### src/rtl/issue_pkg.sv
package issue_pkg;

    // Data path and tag sizes
    localparam int XLEN = 32;
    localparam int TAG_WIDTH = 5;

    typedef logic [XLEN-1:0] word_t;

    typedef enum logic [2:0] {
        op_add   = 3'd0,
        op_sub   = 3'd1,
        op_and   = 3'd2,
        op_or    = 3'd3,
        op_xor   = 3'd4,
        op_addi  = 3'd5,
        op_load  = 3'd6,
        op_store = 3'd7
    } op_t;

    // Loads and stores go to the load/store unit
    function automatic logic is_mem_op(op_t op);
        return (op == op_load) || (op == op_store);
    endfunction

    // Immediate forms leave the second source unused
    function automatic logic uses_rs2(op_t op);
        return (op != op_addi) && (op != op_load);
    endfunction

    // Stores write memory only and free no tag
    function automatic logic writes_rd(op_t op);
        return op != op_store;
    endfunction

endpackage

### src/rtl/alu_unit.sv
`timescale 1ns/10ps

module alu_unit import issue_pkg::*; (
    input  logic                 clk,
    input  logic                 reset,
    input  logic                 alu_issue,
    input  op_t                  iss_op,
    input  word_t                iss_a,
    input  word_t                iss_b,
    input  word_t                iss_imm,
    input  logic [TAG_WIDTH-1:0] iss_tag,
    input  logic                 grant,
    output logic                 res_valid,
    output logic [TAG_WIDTH-1:0] res_tag,
    output word_t                res_value,
    output logic                 busy
);

    word_t op_b;
    word_t result;

    assign op_b = (iss_op == op_addi) ? iss_imm : iss_b;

    always_comb begin
        case (iss_op)
            op_add, op_addi: result = iss_a + op_b;
            op_sub:          result = iss_a - op_b;
            op_and:          result = iss_a & op_b;
            op_or:           result = iss_a | op_b;
            op_xor:          result = iss_a ^ op_b;
            default:         result = '0;
        endcase
    end

    // Held result blocks the next issue until the bus takes it
    assign busy = res_valid && !grant;

    always_ff @(posedge clk or posedge reset) begin
        if (reset) begin
            res_valid <= 1'b0;
        end else if (alu_issue) begin
            res_valid <= 1'b1;
        end else if (grant) begin
            res_valid <= 1'b0;
        end
    end

    always_ff @(posedge clk) begin
        if (alu_issue) begin
            res_tag <= iss_tag;
            res_value <= result;
        end
    end

endmodule

### src/rtl/cdb_arbiter.sv
`timescale 1ns/10ps

module cdb_arbiter import issue_pkg::*; (
    input  logic                 alu_valid,
    input  logic [TAG_WIDTH-1:0] alu_tag,
    input  word_t                alu_value,
    input  logic                 lsu_valid,
    input  logic [TAG_WIDTH-1:0] lsu_tag,
    input  word_t                lsu_value,
    output logic                 alu_grant,
    output logic                 lsu_grant,
    output logic                 cdb_valid,
    output logic [TAG_WIDTH-1:0] cdb_tag,
    output word_t                cdb_value
);

    // Load/store unit always wins over the ALU
    assign lsu_grant = lsu_valid;
    assign alu_grant = alu_valid && !lsu_valid;

    assign cdb_valid = alu_valid || lsu_valid;
    assign cdb_tag   = lsu_grant ? lsu_tag : alu_tag;
    assign cdb_value = lsu_grant ? lsu_value : alu_value;

endmodule

### src/rtl/issue_top.sv
`timescale 1ns/10ps

module issue_top import issue_pkg::*; #(
    parameter int RS_DEPTH   = 4,
    parameter int PREG_COUNT = 32,
    parameter int DMEM_DEPTH = 16
) (
    input  logic                 clk,
    input  logic                 reset,
    input  logic                 dispatch_valid,
    input  op_t                  dispatch_op,
    input  logic [TAG_WIDTH-1:0] dispatch_rs1,
    input  logic [TAG_WIDTH-1:0] dispatch_rs2,
    input  logic [TAG_WIDTH-1:0] dispatch_rd,
    input  word_t                dispatch_imm,
    output logic                 rs_full,
    output logic                 cdb_valid,
    output logic [TAG_WIDTH-1:0] cdb_tag,
    output word_t                cdb_value
);

    // Operand read
    logic [TAG_WIDTH-1:0] rd_tag_a;
    logic [TAG_WIDTH-1:0] rd_tag_b;
    logic                 alloc_valid;
    logic [TAG_WIDTH-1:0] alloc_tag;
    word_t                val_a;
    word_t                val_b;
    logic                 rdy_a;
    logic                 rdy_b;

    // Issue
    logic                 alu_issue;
    logic                 lsu_issue;
    op_t                  iss_op;
    word_t                iss_a;
    word_t                iss_b;
    word_t                iss_imm;
    logic [TAG_WIDTH-1:0] iss_tag;

    // Unit results
    logic                 alu_valid;
    logic [TAG_WIDTH-1:0] alu_tag;
    word_t                alu_value;
    logic                 alu_grant;
    logic                 alu_busy;
    logic                 lsu_valid;
    logic [TAG_WIDTH-1:0] lsu_tag;
    word_t                lsu_value;
    logic                 lsu_grant;
    logic                 lsu_busy;

    phys_reg_file #(.PREG_COUNT(PREG_COUNT)) u_prf (
        .clk(clk), .reset(reset),
        .rd_tag_a(rd_tag_a), .rd_tag_b(rd_tag_b),
        .alloc_valid(alloc_valid), .alloc_tag(alloc_tag),
        .val_a(val_a), .val_b(val_b), .rdy_a(rdy_a), .rdy_b(rdy_b),
        .cdb_valid(cdb_valid), .cdb_tag(cdb_tag), .cdb_value(cdb_value)
    );

    reservation_station #(.RS_DEPTH(RS_DEPTH)) u_rs (
        .clk(clk), .reset(reset),
        .dispatch_valid(dispatch_valid), .dispatch_op(dispatch_op),
        .dispatch_rs1(dispatch_rs1), .dispatch_rs2(dispatch_rs2),
        .dispatch_rd(dispatch_rd), .dispatch_imm(dispatch_imm),
        .rs_full(rs_full),
        .rd_tag_a(rd_tag_a), .rd_tag_b(rd_tag_b),
        .alloc_valid(alloc_valid), .alloc_tag(alloc_tag),
        .val_a(val_a), .val_b(val_b), .rdy_a(rdy_a), .rdy_b(rdy_b),
        .alu_busy(alu_busy), .lsu_busy(lsu_busy),
        .alu_issue(alu_issue), .lsu_issue(lsu_issue),
        .iss_op(iss_op), .iss_a(iss_a), .iss_b(iss_b),
        .iss_imm(iss_imm), .iss_tag(iss_tag),
        .cdb_valid(cdb_valid), .cdb_tag(cdb_tag), .cdb_value(cdb_value)
    );

    alu_unit u_alu (
        .clk(clk), .reset(reset),
        .alu_issue(alu_issue), .iss_op(iss_op), .iss_a(iss_a), .iss_b(iss_b),
        .iss_imm(iss_imm), .iss_tag(iss_tag), .grant(alu_grant),
        .res_valid(alu_valid), .res_tag(alu_tag), .res_value(alu_value),
        .busy(alu_busy)
    );

    load_store_unit #(.DMEM_DEPTH(DMEM_DEPTH)) u_lsu (
        .clk(clk), .reset(reset),
        .lsu_issue(lsu_issue), .iss_op(iss_op), .iss_a(iss_a), .iss_b(iss_b),
        .iss_imm(iss_imm), .iss_tag(iss_tag), .grant(lsu_grant),
        .res_valid(lsu_valid), .res_tag(lsu_tag), .res_value(lsu_value),
        .busy(lsu_busy)
    );

    cdb_arbiter u_arb (
        .alu_valid(alu_valid), .alu_tag(alu_tag), .alu_value(alu_value),
        .lsu_valid(lsu_valid), .lsu_tag(lsu_tag), .lsu_value(lsu_value),
        .alu_grant(alu_grant), .lsu_grant(lsu_grant),
        .cdb_valid(cdb_valid), .cdb_tag(cdb_tag), .cdb_value(cdb_value)
    );

endmodule

### src/rtl/load_store_unit.sv
`timescale 1ns/10ps

module load_store_unit import issue_pkg::*; #(
    parameter int DMEM_DEPTH = 16
) (
    input  logic                 clk,
    input  logic                 reset,
    input  logic                 lsu_issue,
    input  op_t                  iss_op,
    input  word_t                iss_a,
    input  word_t                iss_b,
    input  word_t                iss_imm,
    input  logic [TAG_WIDTH-1:0] iss_tag,
    input  logic                 grant,
    output logic                 res_valid,
    output logic [TAG_WIDTH-1:0] res_tag,
    output word_t                res_value,
    output logic                 busy
);

    localparam int ADDR_W = $clog2(DMEM_DEPTH);

    word_t dmem [DMEM_DEPTH];

    // Address stage
    logic                 s1_valid;
    logic                 s1_store;
    logic [ADDR_W-1:0]    s1_addr;
    word_t                s1_data;
    logic [TAG_WIDTH-1:0] s1_tag;

    // Whole pipe stalls while a load result waits for the bus
    assign busy = res_valid && !grant;

    always_ff @(posedge clk or posedge reset) begin
        if (reset) begin
            s1_valid <= 1'b0;
            res_valid <= 1'b0;
            for (int i = 0; i < DMEM_DEPTH; i++) begin
                dmem[i] <= '0;
            end
        end else if (!busy) begin
            s1_valid <= lsu_issue;
            res_valid <= s1_valid && !s1_store;
            if (s1_valid && s1_store) begin
                dmem[s1_addr] <= s1_data;
            end
        end
    end

    always_ff @(posedge clk) begin
        if (!busy) begin
            if (lsu_issue) begin
                s1_store <= (iss_op == op_store);
                s1_addr <= iss_a[ADDR_W-1:0] + iss_imm[ADDR_W-1:0];
                s1_data <= iss_b;
                s1_tag <= iss_tag;
            end
            if (s1_valid && !s1_store) begin
                res_tag <= s1_tag;
                res_value <= dmem[s1_addr];
            end
        end
    end

    // Station sees busy before it selects a memory instruction
    a_no_issue_busy: assert property (@(posedge clk) disable iff (reset)
        lsu_issue |-> !busy);

endmodule

### src/rtl/phys_reg_file.sv
`timescale 1ns/10ps

module phys_reg_file import issue_pkg::*; #(
    parameter int PREG_COUNT = 32
) (
    input  logic                 clk,
    input  logic                 reset,
    input  logic [TAG_WIDTH-1:0] rd_tag_a,
    input  logic [TAG_WIDTH-1:0] rd_tag_b,
    input  logic                 alloc_valid,
    input  logic [TAG_WIDTH-1:0] alloc_tag,
    output word_t                val_a,
    output word_t                val_b,
    output logic                 rdy_a,
    output logic                 rdy_b,
    input  logic                 cdb_valid,
    input  logic [TAG_WIDTH-1:0] cdb_tag,
    input  word_t                cdb_value
);

    word_t value [PREG_COUNT];
    logic [PREG_COUNT-1:0] ready;

    logic hit_a;
    logic hit_b;

    // Same-cycle broadcast is forwarded to the dispatch reads
    assign hit_a = cdb_valid && (cdb_tag == rd_tag_a);
    assign hit_b = cdb_valid && (cdb_tag == rd_tag_b);

    assign val_a = hit_a ? cdb_value : value[rd_tag_a];
    assign val_b = hit_b ? cdb_value : value[rd_tag_b];
    assign rdy_a = hit_a || ready[rd_tag_a];
    assign rdy_b = hit_b || ready[rd_tag_b];

    always_ff @(posedge clk or posedge reset) begin
        if (reset) begin
            // Register i starts out holding i
            for (int i = 0; i < PREG_COUNT; i++) begin
                value[i] <= word_t'(i);
                ready[i] <= 1'b1;
            end
        end else begin
            if (cdb_valid) begin
                value[cdb_tag] <= cdb_value;
                ready[cdb_tag] <= 1'b1;
            end
            // New producer makes its destination pending
            if (alloc_valid) begin
                ready[alloc_tag] <= 1'b0;
            end
        end
    end

    // A result only comes back for a tag that was allocated
    a_cdb_pending: assert property (@(posedge clk) disable iff (reset)
        cdb_valid |-> !ready[cdb_tag]);

endmodule

### src/rtl/reservation_station.sv
`timescale 1ns/10ps

module reservation_station import issue_pkg::*; #(
    parameter int RS_DEPTH = 4
) (
    input  logic                 clk,
    input  logic                 reset,
    input  logic                 dispatch_valid,
    input  op_t                  dispatch_op,
    input  logic [TAG_WIDTH-1:0] dispatch_rs1,
    input  logic [TAG_WIDTH-1:0] dispatch_rs2,
    input  logic [TAG_WIDTH-1:0] dispatch_rd,
    input  word_t                dispatch_imm,
    output logic                 rs_full,
    output logic [TAG_WIDTH-1:0] rd_tag_a,
    output logic [TAG_WIDTH-1:0] rd_tag_b,
    output logic                 alloc_valid,
    output logic [TAG_WIDTH-1:0] alloc_tag,
    input  word_t                val_a,
    input  word_t                val_b,
    input  logic                 rdy_a,
    input  logic                 rdy_b,
    input  logic                 alu_busy,
    input  logic                 lsu_busy,
    output logic                 alu_issue,
    output logic                 lsu_issue,
    output op_t                  iss_op,
    output word_t                iss_a,
    output word_t                iss_b,
    output word_t                iss_imm,
    output logic [TAG_WIDTH-1:0] iss_tag,
    input  logic                 cdb_valid,
    input  logic [TAG_WIDTH-1:0] cdb_tag,
    input  word_t                cdb_value
);

    localparam int IDX_W = $clog2(RS_DEPTH);

    // Slot table
    logic [RS_DEPTH-1:0]  s_valid;
    logic [RS_DEPTH-1:0]  s_rdy1;
    logic [RS_DEPTH-1:0]  s_rdy2;
    op_t                  s_op   [RS_DEPTH];
    logic [TAG_WIDTH-1:0] s_tag1 [RS_DEPTH];
    logic [TAG_WIDTH-1:0] s_tag2 [RS_DEPTH];
    logic [TAG_WIDTH-1:0] s_rd   [RS_DEPTH];
    word_t                s_val1 [RS_DEPTH];
    word_t                s_val2 [RS_DEPTH];
    word_t                s_imm  [RS_DEPTH];
    // Age is the number of younger valid slots
    logic [IDX_W-1:0]     s_age  [RS_DEPTH];

    logic                 accept;
    logic [IDX_W-1:0]     free_idx;
    logic                 mem_found;
    logic [IDX_W-1:0]     mem_age;
    logic [RS_DEPTH-1:0]  eligible;
    logic                 pick_found;
    logic [IDX_W-1:0]     pick_idx;
    logic [IDX_W-1:0]     pick_age;
    logic [RS_DEPTH-1:0]  valid_nxt;
    logic                 age_clash;

    assign accept = dispatch_valid && !rs_full;

    assign rd_tag_a    = dispatch_rs1;
    assign rd_tag_b    = dispatch_rs2;
    assign alloc_valid = accept && writes_rd(dispatch_op);
    assign alloc_tag   = dispatch_rd;

    // Lowest empty slot takes the next dispatch
    always_comb begin
        free_idx = '0;
        for (int i = RS_DEPTH - 1; i >= 0; i--) begin
            if (!s_valid[i]) begin
                free_idx = IDX_W'(i);
            end
        end
    end

    // Age of the oldest memory instruction held
    always_comb begin
        mem_found = 1'b0;
        mem_age = '0;
        for (int i = 0; i < RS_DEPTH; i++) begin
            if (s_valid[i] && is_mem_op(s_op[i]) && (!mem_found || s_age[i] > mem_age)) begin
                mem_found = 1'b1;
                mem_age = s_age[i];
            end
        end
    end

    always_comb begin
        for (int i = 0; i < RS_DEPTH; i++) begin
            if (is_mem_op(s_op[i])) begin
                eligible[i] = s_valid[i] && s_rdy1[i] && s_rdy2[i] && !lsu_busy &&
                              (s_age[i] == mem_age);
            end else begin
                eligible[i] = s_valid[i] && s_rdy1[i] && s_rdy2[i] && !alu_busy;
            end
        end
    end

    // Oldest eligible slot wins
    always_comb begin
        pick_found = 1'b0;
        pick_idx = '0;
        pick_age = '0;
        for (int i = 0; i < RS_DEPTH; i++) begin
            if (eligible[i] && (!pick_found || s_age[i] > pick_age)) begin
                pick_found = 1'b1;
                pick_idx = IDX_W'(i);
                pick_age = s_age[i];
            end
        end
    end

    assign alu_issue = pick_found && !is_mem_op(s_op[pick_idx]);
    assign lsu_issue = pick_found && is_mem_op(s_op[pick_idx]);
    assign iss_op    = s_op[pick_idx];
    assign iss_a     = s_val1[pick_idx];
    assign iss_b     = s_val2[pick_idx];
    assign iss_imm   = s_imm[pick_idx];
    assign iss_tag   = s_rd[pick_idx];

    always_comb begin
        valid_nxt = s_valid;
        if (pick_found) begin
            valid_nxt[pick_idx] = 1'b0;
        end
        if (accept) begin
            valid_nxt[free_idx] = 1'b1;
        end
    end

    always_ff @(posedge clk or posedge reset) begin
        if (reset) begin
            s_valid <= '0;
            s_rdy1 <= '0;
            s_rdy2 <= '0;
            rs_full <= 1'b0;
            for (int i = 0; i < RS_DEPTH; i++) begin
                s_age[i] <= '0;
            end
        end else begin
            s_valid <= valid_nxt;
            rs_full <= &valid_nxt;
            for (int i = 0; i < RS_DEPTH; i++) begin
                if (accept && free_idx == IDX_W'(i)) begin
                    s_op[i] <= dispatch_op;
                    s_tag1[i] <= dispatch_rs1;
                    s_tag2[i] <= dispatch_rs2;
                    s_rd[i] <= dispatch_rd;
                    s_imm[i] <= dispatch_imm;
                    s_val1[i] <= val_a;
                    s_val2[i] <= val_b;
                    s_rdy1[i] <= rdy_a;
                    s_rdy2[i] <= rdy_b || !uses_rs2(dispatch_op);
                    s_age[i] <= '0;
                end else begin
                    // Wakeup checks each source on its own
                    if (cdb_valid && !s_rdy1[i] && s_tag1[i] == cdb_tag) begin
                        s_rdy1[i] <= 1'b1;
                        s_val1[i] <= cdb_value;
                    end
                    if (cdb_valid && !s_rdy2[i] && s_tag2[i] == cdb_tag) begin
                        s_rdy2[i] <= 1'b1;
                        s_val2[i] <= cdb_value;
                    end
                    if (s_valid[i] && accept && !(pick_found && s_age[i] > pick_age)) begin
                        s_age[i] <= s_age[i] + 1'b1;
                    end else if (s_valid[i] && !accept && pick_found && s_age[i] > pick_age) begin
                        s_age[i] <= s_age[i] - 1'b1;
                    end
                end
            end
        end
    end

    always_comb begin
        age_clash = 1'b0;
        for (int i = 0; i < RS_DEPTH; i++) begin
            for (int j = i + 1; j < RS_DEPTH; j++) begin
                if (s_valid[i] && s_valid[j] && s_age[i] == s_age[j]) begin
                    age_clash = 1'b1;
                end
            end
        end
    end

    // A dispatch is only taken into an empty slot
    a_no_accept_full: assert property (@(posedge clk) disable iff (reset)
        accept |-> !s_valid[free_idx]);

    // Issued slot is empty after the edge
    a_issue_clears: assert property (@(posedge clk) disable iff (reset)
        pick_found |=> !s_valid[$past(pick_idx)]);

    a_unique_age: assert property (@(posedge clk) disable iff (reset) !age_clash);

endmodule

### config.mk
export PLATFORM = sky130hd
export DESIGN_NAME = issue_top
export DESIGN_NICKNAME = d
export VERILOG_FILES = /design/src/rtl/issue_pkg.sv /design/src/rtl/alu_unit.sv /design/src/rtl/cdb_arbiter.sv /design/src/rtl/issue_top.sv /design/src/rtl/load_store_unit.sv /design/src/rtl/phys_reg_file.sv /design/src/rtl/reservation_station.sv
export SDC_FILE = /design/constraint.sdc
export NUM_CORES = 2
export LEC_CHECK = 0
export BUFFER_PORTS_ARGS = -buffer_cell sky130_fd_sc_hd__buf_4
export CAP_MARGIN = 10
export CORE_ASPECT_RATIO = 0.9
export CORE_MARGIN = 2
export CORE_UTILIZATION = 60
export CTS_CLUSTER_SIZE = 24
export DETAILED_ROUTE_END_ITERATION = 12
export PLACE_DENSITY = 0.76
export SETUP_SLACK_MARGIN = 0.2
export SYNTH_ARGS = -nofsm -noshare
export SYNTH_HDL_FRONTEND = slang
export SYNTH_SLANG_ARGS = --single-unit
### constraint.sdc
create_clock -name clk -period 140.1 [get_ports clk]
set_input_delay 14.01 -clock clk [delete_from_list [all_inputs] [get_ports clk]]
set_output_delay 14.01 -clock clk [all_outputs]
set_load 0.05 [all_outputs]
Word level (Yosys, flattened, before mapping)
Memories as Yosys holds them, arrays and structs flattened. Index checks and enable logic that the tools add are counted.

Register bits: 1708. Memory bits (writable): 456. Output and inout port bits: 39. Memories: 7.

Memories: u_rs.s_imm (depth 4, bits a word 32, rd ports 1, clocked after Yosys merged registers in 0, write ports 1, RTL line reservation_station.sv:49) `word_t s_imm [RS_DEPTH];`; u_rs.s_val1 (depth 4, bits a word 32, rd ports 1, clocked after Yosys merged registers in 0, write ports 4, RTL line reservation_station.sv:47) `word_t s_val1 [RS_DEPTH];`; u_rs.s_val2 (depth 4, bits a word 32, rd ports 1, clocked after Yosys merged registers in 0, write ports 4, RTL line reservation_station.sv:48) `word_t s_val2 [RS_DEPTH];`; u_rs.s_rd (depth 4, bits a word 5, rd ports 1, clocked after Yosys merged registers in 0, write ports 1, RTL line reservation_station.sv:46) `logic [TAG_WIDTH-1:0] s_rd [RS_DEPTH];`; u_rs.s_tag1 (depth 4, bits a word 5, rd ports 4, clocked after Yosys merged registers in 0, write ports 1, RTL line reservation_station.sv:44) `logic [TAG_WIDTH-1:0] s_tag1 [RS_DEPTH];`; u_rs.s_tag2 (depth 4, bits a word 5, rd ports 4, clocked after Yosys merged registers in 0, write ports 1, RTL line reservation_station.sv:45) `logic [TAG_WIDTH-1:0] s_tag2 [RS_DEPTH];`; 1 more memories.

Add/sub/neg operators: 11. Magnitude comparators: 26. Eq/ne operators: 35. Muxes and demuxes: 178. Bitwise gates (word level): 21. Reduce and logical (&&, ||, !) cells: 173.

Operator list (number): $bwmux W1024 (1); $mux W32 (25); $bwmux W512 (1); $bmux W32 S5 (2); $demux W32 S5 (1); $pmux W32 S5 (1); $bmux W32 S4 (1); $demux W32 S4 (1); $logic_and A1 B1 Y1 (99); $reduce_or A32 Y1 (3); $mux W1 (83); $mux W2 (41); $and A32 B32 Y32 (2); $or A32 B32 Y32 (2); $eq A5 B5 Y1 (10); $mux W5 (10); $reduce_or A5 Y1 (9); $eq A3 B3 Y1 const B (12); $add A32 B32 Y32 (1); $not A32 Y32 (1); $sub A32 B32 Y32 (1); $xor A32 B32 Y32 (1); $logic_not A1 Y1 (27); $lt A5 B6 Y1 const B (4); 36 further kinds (105).

Longest topological paths before layout
An unclocked memory read counts as a cell.

Depth in word-level cells: 43. Depth in mapped cells: 87. Depth with buffers taken out: 71.

Modules after synthesis
From an unflattened synthesis, not the netlist that was laid out.

Cell total of the unflattened synthesis: 7960. Area total of the unflattened synthesis: 111453.1 sq um.

Modules (own cells, without submodules): phys_reg_file (times used 1, cells each 4041, area an instance 57072.2 sq um, seq. area each 26565.5 sq um); load_store_unit (times used 1, cells each 1497, area an instance 25453.2 sq um, seq. area each 15234.6 sq um); reservation_station (times used 1, cells each 1676, area an instance 22759.3 sq um, seq. area each 14218.6 sq um); alu_unit (times used 1, cells each 702, area an instance 5664.2 sq um, seq. area each 1136.1 sq um); cdb_arbiter (times used 1, cells each 44, area an instance 504.2 sq um, seq. area each 0.0 sq um).

Least setup slack after synthesis
No wires, ideal clock.

Path type: input -> register. Start: input reset. End: memory u_rs.s_val2[2][0] (netlist bit), enable pin. Library setup time: 0.466 ns. Data arrival time: 57.249 ns. Data required time: 139.634 ns. Slack: 82.386 ns. Stages: 5. Cell sequence: clkbuf_1 > inv_1 > nand4_1 > clkbuf_1 > o21ai_0.

RTL lines: start: declaration (RTL line issue_top.sv:9) `input logic reset,`; end: declaration (RTL line reservation_station.sv:48).

Worst setup path in the final report
Start: register u_rs.s_valid[0]. End: register u_alu.res_value[31], data pin.

Word-level cells in the longest chain between the ends: 35.

RTL lines: start: declaration (RTL line reservation_station.sv:40) `logic [RS_DEPTH-1:0] s_valid;`; start signal: assignment (RTL line reservation_station.sv:146) `s_valid <= valid_nxt;`; $logic_and A1 B1 Y1 (RTL line reservation_station.sv:86) `if (s_valid[i] && is_mem_op(s_op[i]) && (!mem_found || s_age[i] > mem_age)) begin`; $mux W2 or $mux W1 (tied branches) (RTL line reservation_station.sv:86); $gt A2 B2 Y1 or $logic_not A1 Y1 (tied branches) (RTL line reservation_station.sv:86); $logic_or A1 B1 Y1 (RTL line reservation_station.sv:86); $logic_and A1 B1 Y1 (RTL line reservation_station.sv:86); $mux W2 or $mux W1 (tied branches) (RTL line reservation_station.sv:86); $gt A2 B2 Y1 or $logic_not A1 Y1 (tied branches) (RTL line reservation_station.sv:86); $logic_or A1 B1 Y1 (RTL line reservation_station.sv:86); [... 19 more ...]; $logic_or A1 B1 Y1 (RTL line reservation_station.sv:110) `if (eligible[i] && (!pick_found || s_age[i] > pick_age)) begin`; $logic_and A1 B1 Y1 (RTL line reservation_station.sv:110); $mux W2 (*) (RTL line reservation_station.sv:110); $mem_v2 Z4 W3; $eq A3 B3 Y1 (RTL line alu_unit.sv:22, alu_unit.sv:25); $mux W32 (RTL line alu_unit.sv:22) `assign op_b = (iss_op == op_addi) ? iss_imm : iss_b;`; $sub A32 B32 Y32 (tied with other cells) (RTL line alu_unit.sv:27) `op_sub: result = iss_a - op_b;`; $pmux W32 S5 (*) (RTL line alu_unit.sv:25) `case (iss_op)`; end signal: assignment (RTL line alu_unit.sv:51) `res_value <= result;`; end: declaration (RTL line alu_unit.sv:15) `output word_t res_value,`.

Every way passes the cells marked *; elsewhere a longest branch is shown, timed or not. A chain may end at the register's enable or synchronous reset.

==> impl_metrics.yaml <==
global_route:
  use_met1_pct: 47.9
  grt_max_degree: 193
  grt_pass1_wl_um: 486000
  use_met2_pct: 54.8
  grt-busiest-layer: "met2"
  met3_usage_pct: 9.36
  antenna_found_initial: 7
  grt_usage_pct: 35.8
  grt.overflow.total: 0
  grt_pass1_vias: 75400
die:
  dieArea_um2: 183000
  core-area_um2: 179000
  fp.dieH_um: 406
  die_w_um: 451
  io-pin-count: 92
  row_count: 147
  initial_core_util_pct: 60.4
clock_network:
  insertion_delay_ns: 0.89
  post-cts-setup-buffers: 0
  cts_max_level: 4
  cts.clk_slew.worst_paths_ns: 0.06
  cts_resized: 0
  cts_root_buf: "clkbuf_16"
  cts_buffer_depth: 3
  cts_num_sinks: 2164
  ctsHoldBuffers: 0
  numCtsBuffers: 211
  cts_tree: "yes"
drt:
  drtIter0Drc: 10200
  drt-total-wl_um: 326000
  drc: 0
  drt-pass1-iter-count: 7
  vias: 74800
  antenna_left: 0
  avgRoutedWirePerCell_um: 30.5
  viasPerCell: 6.98
placement:
  pre_cts_slack_ns: 121.25
  dpl.hpwl_um: 194000
  dp_cells: 10300
  gp_congestion: 0.941
  io_buffers: 91
timing:
  setup_ws_ns: 121.60
  period_needed_ns: 18.50
  slew-limit-headroom_pct: 5.80
  rsz0062_at_grt: "false"
  setup_violations: 0
  skew_ns: 0.0479
  worstMarginPinSlew_ns: 1.41
  report.final.slew_viol_count: 0
  hold_viol: 0
  fmax_ghz: 0.0540
  fin_tns_setup_ns: 0
  fin_crit_sh_pct: 13.2
synth:
  synth_edf_count: 572
  synthCells: 8415
  synth_fp_nets: 8590
  yosys_warnings: 0
  synth_most_common_cell: "dfrtp_1"
  synth_ff_type: "dfrtp_1"
  ys_ff_latch: 2164
  avgSynthCellArea_um2: 12.8
  synth_common_cells: "dfrtp_1 (1480), nor2_1 (1164), a21oi_1 (1142), mux4_2 (820), edfxtp_1 (572)"
  syn_area_um2: 108000
  post-synth-top-area-fraction_pct: 34.3
  ys_async_sr_fraction_pct: 73.6
  synth_area_leaders: "dfrtp_1 (34%), mux4_2 (17%), edfxtp_1 (16%)"
  synth_top_area_cell: "dfrtp_1"
  ys_seq_area_share_pct: 53.0
  ys_types: 93
job:
  cap_viol_max_count: 0
pwr:
  p_leak_nw: 50.1
  irDropWorstVdd_v: 0.0000283
  power.density_nw_per_um2: 27.4
  power_mw: 3.25
worst_setup_path:
  crit_fanout: 59
  cp-end-kind: "register"
  required_ns: 140.67
  cpMaxStageDelayCell: "o41a_1"
  worstSetupStartpointType: "register"
  cp.arrival_ns: 19.07
  cpLargestDelayFamily: "compound AO/OA/AOI/OAI gates"
  r2r_setup_slack_ns: 121.60
  path_buf_inv: 11
  critPathKind: "reg2reg"
  slowest_delay_ns: 0.61
run_status:
  status: "complete, no violations"
finish:
  ff_latch_area_um2: 57200
  stdcell_count: 10700
  fillers: 12200
  fin_util_pct: 66.4
  multi_input_area_um2: 48200
  area_growth_pct: 9.86
  nets: 8307
  layout-drive-gt1-share_pct: 26.9
hold_path:
  hold_path_class: "reg2reg"
## worst register-to-register path: cells and delay by family, from the launching register on
kind	cells	cell delay, ns
AO/OA/AOI/OAI	34	8.43
AND/OR/NAND/NOR	21	3.17
buffers and inverters	11	2.99
adder cells (fa/ha/maj)	8	2.12
multiplexers	3	0.97
flip-flops	1	0.55
## report_power, final
group	internal, mW	switching, mW
clock	0.338	0.257
sequential	0.926	0.173
combinational	0.632	0.918
total	1.90	1.35
## sequential cells by signal, summed over array words and instances, names as in the netlist, 5 cells and up
name and count:
u_rs.s_imm 128, u_lsu.s1_data 32, u_lsu.s1_tag 5, u_lsu.dmem 512, u_lsu.res_tag 5, u_lsu.res_value 32, u_prf.ready 32, u_rs.s_age 8
u_rs.s_val2 128, u_alu.res_tag 5, u_rs.s_rd 20, u_rs.s_op 12, u_rs.s_tag1 20, u_rs.s_tag2 20, u_prf.value 1024, u_rs.s_val1 128
u_alu.res_value 32
## per-stage QoR
stage / hold WS, ns / instance area (um2)
6_report: 0.421 / 119000
5_1_grt: 0.425 / 119000
4_1_cts: 0.423 / 119000
3_5_place_dp: 0.406 / 111000
3_3_place_gp: 0.401 / 111000
2_1_floorplan: 0.400 / 108000
## cells by family (layout without fill, tap and decap cells)
| group | after synthesis | after routing | synth area share, % |
|---|---|---|---|
| AO/OA/AOI/OAI | 1605 | 1605 | 8.41 |
| XOR/XNOR | 121 | 121 | 0.982 |
| adder cells (fa/ha/maj) | 122 | 122 | 1.43 |
| buffers and inverters | 938 | 844 | 3.32 |
| flip-flops | 2164 | 2164 | 53.0 |
| multiplexers | 1732 | 1732 | 26.2 |
| other | 0 | 5 | 0 |
| AND/OR/NAND/NOR | 1733 | 1733 | 6.70 |
## layout by cell type (no fill, tap or decap), types with 24 or more instances in the layout
cell,count
ha_1,120
clkbuf_8,52
mux4_2,820
nand2_1,275
dfstp_2,112
nor2_4,46
buf_4,279
nand3_1,85
mux2i_1,346
clkbuf_1,62
edfxtp_1,572
o21ai_0,157
clkbuf_16,214
a221oi_1,42
inv_1,146
mux2i_4,32
a21oi_1,1135
nor3_1,24
dfrtp_1,1479
nand4_1,28
mux2_2,525
xnor2_1,96
xor2_1,25
clkinv_2,30
nor2_1,1117
## cell type report
class                   count  share of cell area [%]
clock inverters            74                   0.888
well taps                2384                    2.52
repair buffers            293                    1.96
multi-input cells        5313                    40.6
inverters                 149                   0.478
diodes                      5                  0.0106
clock buffers             328                    5.32
flip-flops and latches   2164                    48.2
## final timing paths
| path | from | end | cells after the start |
|---|---|---|---|
| max in group asynchronous | reset | u_prf.value[30] | 6 |
| worst max register to register | u_rs.s_valid[0] | u_alu.res_value[31] | 77 |
| min in group asynchronous | reset | u_alu.res_valid | 2 |
| worst max-delay path | u_rs.s_valid[0] | u_alu.res_value[31] | 77 |
| worst min-delay path | u_lsu.s1_tag[0] | u_lsu.res_tag[0] | 0 |
| worst min register to register | u_lsu.s1_tag[0] | u_lsu.res_tag[0] | 0 |
## per-layer routing
layer | vias up | part of all wire [%]
met1 | 38400 | 37
met5 | - | 0.025
met4 | 6 | 5.7
met3 | 937 | 12
li1 | 30700 | -
met2 | 4767 | 46
Note: power is estimated with default switching activity, not from simulation.
